## config.mk

```make
export PLATFORM = sky130hd
export DESIGN_NAME = fetchStage2
export DESIGN_NICKNAME = d
export VERILOG_FILES = /design/src/hdl/fetchPkg.sv /design/src/hdl/fetchStage2.sv
export SDC_FILE = /design/constraint.sdc
export NUM_CORES = 1
export LEC_CHECK = 0
export ABC_AREA = 1
export BUFFER_PORTS_ARGS = -buffer_cell sky130_fd_sc_hd__clkbuf_2
export CAP_MARGIN = 20
export CORE_AREA = 8 8 144 146
export DETAILED_ROUTE_END_ITERATION = 12
export DIE_AREA = 0 0 152 154
export GPL_TIMING_DRIVEN = 0
export RECOVER_POWER = 25
export SYNTH_ARGS = -nofsm -noshare
export SYNTH_HDL_FRONTEND = slang
export SYNTH_SLANG_ARGS = --single-unit
```

## constraint.sdc

```tcl
create_clock -name clk -period 13.8 [get_ports clk]
set_clock_uncertainty 0.1 [all_clocks]
set_input_delay 1.38 -clock clk [delete_from_list [all_inputs] [get_ports clk]]
set_output_delay 1.38 -clock clk [all_outputs]
set_load 0.02 [all_outputs]
```

## src/hdl/fetchPkg.sv

```systemverilog
// fetch package with the address and bundle widths, lookup table sizes and control-transfer codes
package fetchPkg;

  localparam int pcWidth     = 32;                    // width of every fetch and target address
  localparam int instWidth   = 32;                    // one instruction word
  localparam int slotCount   = 4;                     // instructions fetched per cycle
  localparam int bundleWidth = instWidth * slotCount; // one cache line holds exactly one bundle
  localparam int bundleBytes = 16;                    // byte stride between sequential bundles
  localparam int instBytes   = instWidth / 8;         // byte stride between slots

  // the bundle offset is dropped from every fetch address, the slot bits sit inside it
  localparam int offsetBits     = $clog2(bundleBytes);
  localparam int instOffsetBits = $clog2(instBytes);
  localparam int slotBits       = $clog2(slotCount);

  // control-transfer type codes as stored in the BTB and carried on the update port
  localparam int brTypeWidth = 2;
  localparam logic [brTypeWidth-1:0] brReturn = 2'd0;
  localparam logic [brTypeWidth-1:0] brCall   = 2'd1;
  localparam logic [brTypeWidth-1:0] brJump   = 2'd2;
  localparam logic [brTypeWidth-1:0] brCond   = 2'd3;

  localparam int btbEntries   = 16; // entries in each slot bank
  localparam int btbIndexBits = $clog2(btbEntries);
  localparam int bpEntries    = 64; // 2-bit counters, indexed by instruction address
  localparam int bpIndexBits  = $clog2(bpEntries);
  localparam int rasDepth     = 8;
  localparam int rasPtrBits   = $clog2(rasDepth);
  localparam int cacheLines   = 16; // one bundle per line
  localparam int cacheIndexBits = $clog2(cacheLines);

endpackage

```

## src/hdl/fetchStage2.sv

```systemverilog
// fetch stage 2 register toward decode, flushed on a redirect and held on stall
`timescale 1ns/1ps

module fetchStage2 import fetchPkg::*; (
  input  logic                   clk,
  input  logic                   reset,
  input  logic                   stall_i,
  input  logic                   redirect_i,
  input  logic                   hit_i,
  input  logic [pcWidth-1:0]     pc_i,
  input  logic [bundleWidth-1:0] bundle_i,
  input  logic [pcWidth-1:0]     predNextPc_i,
  output logic                   valid_o,
  output logic [pcWidth-1:0]     pc_o,
  output logic [bundleWidth-1:0] bundle_o,
  output logic [pcWidth-1:0]     predNextPc_o
);

  // flush beats stall, a miss loads a bubble
  always_ff @(posedge clk) begin
    if (reset) begin
      valid_o <= 1'b0;
    end else if (redirect_i) begin
      valid_o <= 1'b0;
    end else if (!stall_i) begin
      valid_o <= hit_i;
    end
  end

  // payload only moves when a new entry is accepted
  always_ff @(posedge clk) begin
    if (!stall_i && !redirect_i) begin
      pc_o         <= pc_i;
      bundle_o     <= bundle_i;
      predNextPc_o <= predNextPc_i;
    end
  end

endmodule

```

== After elaboration in Yosys (flattened, before gate mapping) ==
Index checks and enable logic that the tools add are counted.

* Flip-flop bits (word level): 193
* Output and inout bits: 193
* Word-level logic and storage cells: 8

* Reductions and logical operators: 4

{| class="wikitable"
|+ Operator list
! kind !! number
|-
| logical NOT 1 bit || 2
|-
| OR reduction 2 bit || 1
|-
| logical AND 1 bit || 1
|}

== Longest topological paths before layout ==
Gate-level depths: netlist of run 1.

* Depth after elaboration: 2
* Gate-level depth with buffers: 4
* Gate-level depth less buffers: 4

== Worst setup path after synthesis of run 1 ==
No wires, ideal clock.

* Path kind: input to register
* From: input redirect_i
* To: register bundle_o[0], enable pin
* Arrival: 9351 ps
* Required time: 12950 ps
* Setup slack: 3599 ps
* Cell stages on the path: 1
* Path buffers: 0
* Path through: nor2_1

* Longest elaborated chain between the ends: 2

{| class="wikitable"
|+ Ends and longest elaborated chain
! item !! RTL line !! RTL
|-
| start, declared || fetchStage2.sv:8 || <nowiki>input logic redirect_i,</nowiki>
|-
| logical NOT 1 bit || fetchStage2.sv:32 || <nowiki>if (!stall_i && !redirect_i) begin</nowiki>
|-
| logical AND 1 bit || fetchStage2.sv:32 ||
|-
| end signal, assigned || fetchStage2.sv:34 || <nowiki>bundle_o <= bundle_i;</nowiki>
|-
| end, declared || fetchStage2.sv:15 || <nowiki>output logic [bundleWidth-1:0] bundle_o,</nowiki>
|}

No other way between the ends.
A chain may end at the register's enable or synchronous reset.

== Final worst setup path of run 1 ==
* From: input stall_i
* To: register bundle_o[75], enable pin

* Longest elaborated chain between the ends: 2

{| class="wikitable"
|+ Ends and longest elaborated chain
! item !! RTL line !! RTL
|-
| start, declared || fetchStage2.sv:7 || <nowiki>input logic stall_i,</nowiki>
|-
| logical NOT 1 bit || fetchStage2.sv:32 ||
|-
| logical AND 1 bit || fetchStage2.sv:32 ||
|}

No other way between the ends.

==> results_dict.tcl, run 1 <==
set metrics [dict create \
    outcome "completed" \
    utilization 0.4736 \
    drt_wl_total_um 16620 \
    critPathTopFamily "buffers and inverters" \
    numCtsBuffers 17 \
    grt_util_all_layers 0.1407 \
    path_cells "clkbuf_2 -> nor2_4 -> buf_12 -> buf_16 -> buf_12" \
    grt-ovfl-total 0 \
    drt-initial-drc-count 173 \
    initial_utilization 0.3151 \
    final_nets 811 \
    ant_nets 0 \
    hold_viol 0 \
    slowest_stage "nor2_4" \
    cp.arrival_ns 2.55 \
    critical_path_class "in2reg" \
    syn_to_final_growth_pct 50.31 \
    htreeDepth 4 \
    grt_max_degree 41 \
    wl_per_cell_um 19.30 \
    cp-startpoint "stall_i" \
    vdd_drop_max_mv 0.07735 \
    grt_busiest_layer "met2" \
    clk_latency_ns 0.42 \
    dieArea_mm2 0.02341 \
    crit_top_cell "buf_12" \
    numPortBuffers 389 \
    grt_antenna_before_repair 1 \
    avgSynthCellArea_um2 29.07 \
    ys_seq_area_frac 0.9951 \
    p_switching_mw 0.3189 \
    leakage_nw 3.765 \
    critPathLaunchType "input port" \
    cts_tree "yes" \
    drt_first_pass_iters 4 \
    cp_slowest_stage_delay_ns 0.36 \
    timing.rr.start "valid_o" \
    power.internal_mw 0.9717 \
    drv_slew 0 \
    end_kind "flop" \
    die_y_um 154 \
    ys_ff_latch 193 \
    power_density_mw_per_mm2 147.7 \
    root_buffer "clkbuf_16" \
    ios 390 \
    mostFrequentLayoutCells "clkbuf_2, edfxtp_1, clkbuf_16" \
    cts_resized 0 \
    drv_cap 0 \
    die_w_um 152 \
    pwr-share-comb 0.102 \
    max_slew.worst_pin.slew_ns 0.4140 \
    first_global_vias 4015 \
    fin_setup_tns_ns 0 \
    max_freq_ghz 0.3945 \
    grt_util_met3 0.07904 \
    maxSlewHeadroom 0.7233 \
    mostFrequentLayoutCell "clkbuf_2" \
    worstPathRequired_ns 13.81 \
    grt_first_pass_wirelength_um 24680 \
    finalCriticalPeriod_ns 2.535 \
    clk_pin_slew_ns 0.07 \
    netlist_area_mm2 0.005814 \
    cts_sinks 193 \
    core-area_mm2 0.01846 \
    power.share.switching 0.2471 \
    num_rows 50 \
    dp_hpwl_um 13630 \
    synthCells 200 \
    cts_setup_buffers 0 \
    grt_setup_unrepaired "false" \
    post-route-drc-count 0 \
    yosys-top-cells-area "edfxtp_1, dfxtp_1, nor2_1" \
    worst-path-buf-inv 4 \
    cts_buffer_depth 2 \
    yosys.area.top_type "edfxtp_1" \
    period_share 0.1837 \
    pwr-share-seq 0.541 \
    gp_congestion 0.7349 \
    ctsHoldBuffers 0 \
    met2_usage 0.2421 \
    antenna_cells 0 \
    vias 3592 \
    grtUsageMet1 0.1427 \
    viasPerCell 4.172 \
    hold_start "valid_o" \
    hold_path.class "reg2reg" \
    setup_violations 0 \
    synth_top_area_frac 0.9916 \
    clockPowerShare 0.356 \
    crit_fanout 31 \
    drive_above_1_share 0.6794 \
    postSynthNetCount 397 \
    ys_types 6 \
    yosysWarnings 0 \
]
final timing paths:
kind,slack (ns),endpoint,cells after the start
hold / removal,0.45,valid_o,4
setup reg to reg,13.07,valid_o,4
setup / recovery,11.26,bundle_o[75],5
hold reg to reg,0.45,valid_o,4
per-stage QoR:
| stage | instance area (um2) | setup WS [ns] | power (mW) | cells | hold WS [ns] |
|---|---|---|---|---|---|
| finish | 8740 | 11.26 | 1.291 | 861 | 0.4532 |
| global route | 8740 | 11.19 | 1.339 | 861 | 0.5134 |
| CTS | 8740 | 11.25 | 1.308 | 861 | 0.4686 |
| floorplan | 5814 | 3.599 | 0.7774 | 200 | 0.4949 |
| detailed placement | 8189 | 10.79 | 0.8471 | 829 | 0.4574 |
| global placement | 8054 | 0.9031 | 0.8490 | 823 | 0.4444 |
cell usage after synthesis:
cell type  instances
nand2_1            2
inv_1              1
nor2_2             1
edfxtp_1         192
nor2_1             3
dfxtp_1            1
registers in the layout (all words and copies together), names as in the netlist:
name and flops:
predNextPc_o 32, bundle_o 128, valid_o 1, pc_o 32
cell type report:
cell class / instances / area, um2
clock buffers: 18 / 429.2
clock inverters: 14 / 121.4
fillers: 1616 / 9716
inverters: 1 / 3.754
multi-input cells: 6 / 32.53
flip-flops and latches: 193 / 5786
well taps: 234 / 292.8
repair buffers: 395 / 2074
kinds of logic (layout without fill, tap and decap cells):
family / Yosys count / after routing / share of synthesized area
DFF: 193 / 193 / 0.9951
and+or+nand+nor: 6 / 6 / 0.004305
buffers and inverters: 1 / 428 / 0.0006450
worst min-delay path, stage by stage (launching register included):
cell and delay, ns:
dfxtp_1 0.32, inv_1 0.06, nand2_1 0.04, nand2_1 0.06
nor2_2 0.03
metal layers:
layer | wire length (um) | part of all wire
met4 | 194 | 0.012
met2 | 8570 | 0.52
met5 | 10 | 0.00060
met1 | 5960 | 0.36
met3 | 1881 | 0.11
power by group through the flow:
| stage | clock, mW | sequential (mW) | combinational, mW |
|---|---|---|---|
| 6_report | 0.460 | 0.698 | 0.132 |
| 5_1_grt | 0.497 | 0.702 | 0.140 |
| 4_1_cts | 0.474 | 0.699 | 0.135 |
| 3_5_place_dp | 0 | 0.712 | 0.135 |
| 3_3_place_gp | 0 | 0.721 | 0.128 |
| 2_1_floorplan | 0 | 0.769 | 0.00807 |
Power figures use the tool's default switching activity.
==> run 2, diff against run 1 <==
--- a/config.mk
+++ b/config.mk
@@ -5,12 +5,12 @@
 export SDC_FILE = /design/constraint.sdc
 export NUM_CORES = 1
 export LEC_CHECK = 0
-export ABC_AREA = 1
+export ABC_AREA = 0
 export BUFFER_PORTS_ARGS = -buffer_cell sky130_fd_sc_hd__clkbuf_2
 export CAP_MARGIN = 20
-export CORE_AREA = 8 8 144 146
+export CORE_AREA = 8 8 146 148
 export DETAILED_ROUTE_END_ITERATION = 12
-export DIE_AREA = 0 0 152 154
+export DIE_AREA = 0 0 154 156
 export GPL_TIMING_DRIVEN = 0
 export RECOVER_POWER = 25
 export SYNTH_ARGS = -nofsm -noshare
==> constraint.sdc (replaced) <==
create_clock -name clk -period 2.3 [get_ports clk]
set_clock_uncertainty 0.1 [all_clocks]
set_input_delay 0.23 -clock clk [delete_from_list [all_inputs] [get_ports clk]]
set_output_delay 0.23 -clock clk [all_outputs]
set_load 0.02 [all_outputs]
==> results_dict.tcl, run 2 <==
set metrics [dict create \
    outcome "did not finish" \
    lastStage "clock tree synthesis (4_1_cts)" \
    tool.error "[ERROR RSZ-0060] Max buffer count reached." \
    synthCells 196 \
    synth_most_common_cell "edfxtp_1" \
    netlist_area_mm2 0.005809 \
    synth_edf_count 192 \
    yosys-top-cells-area "edfxtp_1, dfxtp_1, mux2i_1" \
    initial_utilization 0.3045 \
    ys_types 5 \
    ctsHoldBuffers 173 \
    synthTopCellsByCount "edfxtp_1, dfxtp_1, mux2i_1, nor2_1, nor3_2" \
    die_w_um 154 \
    dpl_cell_area_mm2 0.008162 \
    ys_ff_latch 193 \
    cts_buffer_depth 2 \
    cts_resized 0 \
    numCtsBuffers 17 \
    htreeDepth 4 \
    pre_cts_slack_ns 0.01622 \
    gp_congestion 0.8549 \
    avgSynthCellArea_um2 29.64 \
    ios 390 \
    synthArstFlopShare 0 \
    dp_hpwl_um 13490 \
    cts_sinks 193 \
    ys.flop_type "edfxtp_1" \
    yosys.area.top_type "edfxtp_1" \
    postSynthNetCount 393 \
    root_buffer "clkbuf_16" \
    die_y_um 156 \
    yosysWarnings 0 \
    ys_seq_area_frac 0.9959 \
    synth_top_area_frac 0.9925 \
    cts_setup_buffers 0 \
    numPortBuffers 389 \
    num_rows 51 \
]
[run 2: changes by cell type after synthesis]
cell	before	now
inv_1	1	0
nor2_1	3	1
nand2_1	2	0
nor3_2	0	1
mux2i_1	0	1
nor2_2	1	0
[run 2: stage by stage]
stage / hold WS, ns / cells
floorplan: 0.1990 / 196
global placement: 0.3054 / 823
detailed placement: 0.3060 / 828
[run 2: cells by family after synthesis]
family / synth area share
flip-flops: 0.9959
AND/OR/NAND/NOR: 0.002369
multiplexers: 0.001723
==> run 3, diff against run 2 <==
--- a/config.mk
+++ b/config.mk
@@ -8,10 +8,11 @@
 export ABC_AREA = 0
 export BUFFER_PORTS_ARGS = -buffer_cell sky130_fd_sc_hd__clkbuf_2
 export CAP_MARGIN = 20
-export CORE_AREA = 8 8 146 148
+export CORE_MARGIN = 8
+export CORE_UTILIZATION = 27
 export DETAILED_ROUTE_END_ITERATION = 12
-export DIE_AREA = 0 0 154 156
 export GPL_TIMING_DRIVEN = 0
+export PLACE_DENSITY_LB_ADDON = 0.15
 export RECOVER_POWER = 25
 export SYNTH_ARGS = -nofsm -noshare
 export SYNTH_HDL_FRONTEND = slang
==> constraint.sdc (replaced) <==
create_clock -name clk -period 2.99 [get_ports clk]
set_clock_uncertainty 0.1 [all_clocks]
set_input_delay 0.299 -clock clk [delete_from_list [all_inputs] [get_ports clk]]
set_output_delay 0.299 -clock clk [all_outputs]
set_load 0.02 [all_outputs]
==> results_dict.tcl, run 3 <==
set metrics [dict create \
    outcome "did not finish" \
    lastStage "clock tree synthesis (4_1_cts)" \
    tool.error "[ERROR RSZ-0060] Max buffer count reached." \
    yosys-top-cells-area "edfxtp_1, dfxtp_1, mux2i_1" \
    netlist_area_mm2 0.005809 \
    numCtsBuffers 17 \
    htreeDepth 4 \
    synthTopCellsByCount "edfxtp_1, dfxtp_1, mux2i_1, nor2_1, nor3_2" \
    cts_sinks 193 \
    ctsHoldBuffers 180 \
    ios 390 \
    dpl_cell_area_mm2 0.008208 \
    synth_compound_area_frac 0 \
    yosys.area_share.simple 0.002369 \
    die_y_um 162.7 \
    cts_buffer_depth 2 \
    synthArstFlopShare 0 \
    synth.mux.area_fraction 0.001723 \
    synthCells 196 \
    placedCellCount 865 \
    ys_ff_latch 193 \
    root_buffer "clkbuf_16" \
    synth_edf_count 192 \
    postSynthNetCount 393 \
    ys_types 5 \
    avgSynthCellArea_um2 29.64 \
    dp_hpwl_um 13920 \
    yosys.area.top_type "edfxtp_1" \
    num_rows 53 \
    ys_seq_area_frac 0.9959 \
    synthAdderAreaFrac 0 \
    gp_congestion 0.6978 \
    numPortBuffers 389 \
    ys.flop_type "edfxtp_1" \
    synth_top_area_frac 0.9925 \
    cts_setup_buffers 0 \
    synth_most_common_cell "edfxtp_1" \
    synth_xor_xnor_area_share 0 \
    die_w_um 162.7 \
    yosysWarnings 0 \
    synth_top_family_by_area "simple AND/OR/NAND/NOR gates" \
    cts_resized 0 \
    initial_utilization 0.2755 \
]
run 3: cell families after synthesis:
kind of cell	after synthesis
mux	1
flops	193
simple gates	2
run 3: stage by stage:
step	setup WS (ns)	TNS (ns)	hold WS (ns)
2_1_floorplan	-0.6582	-126.38	0.2680
3_5_place_dp	0.8887	0	0.3776
3_3_place_gp	-1.836	-350.37	0.3720
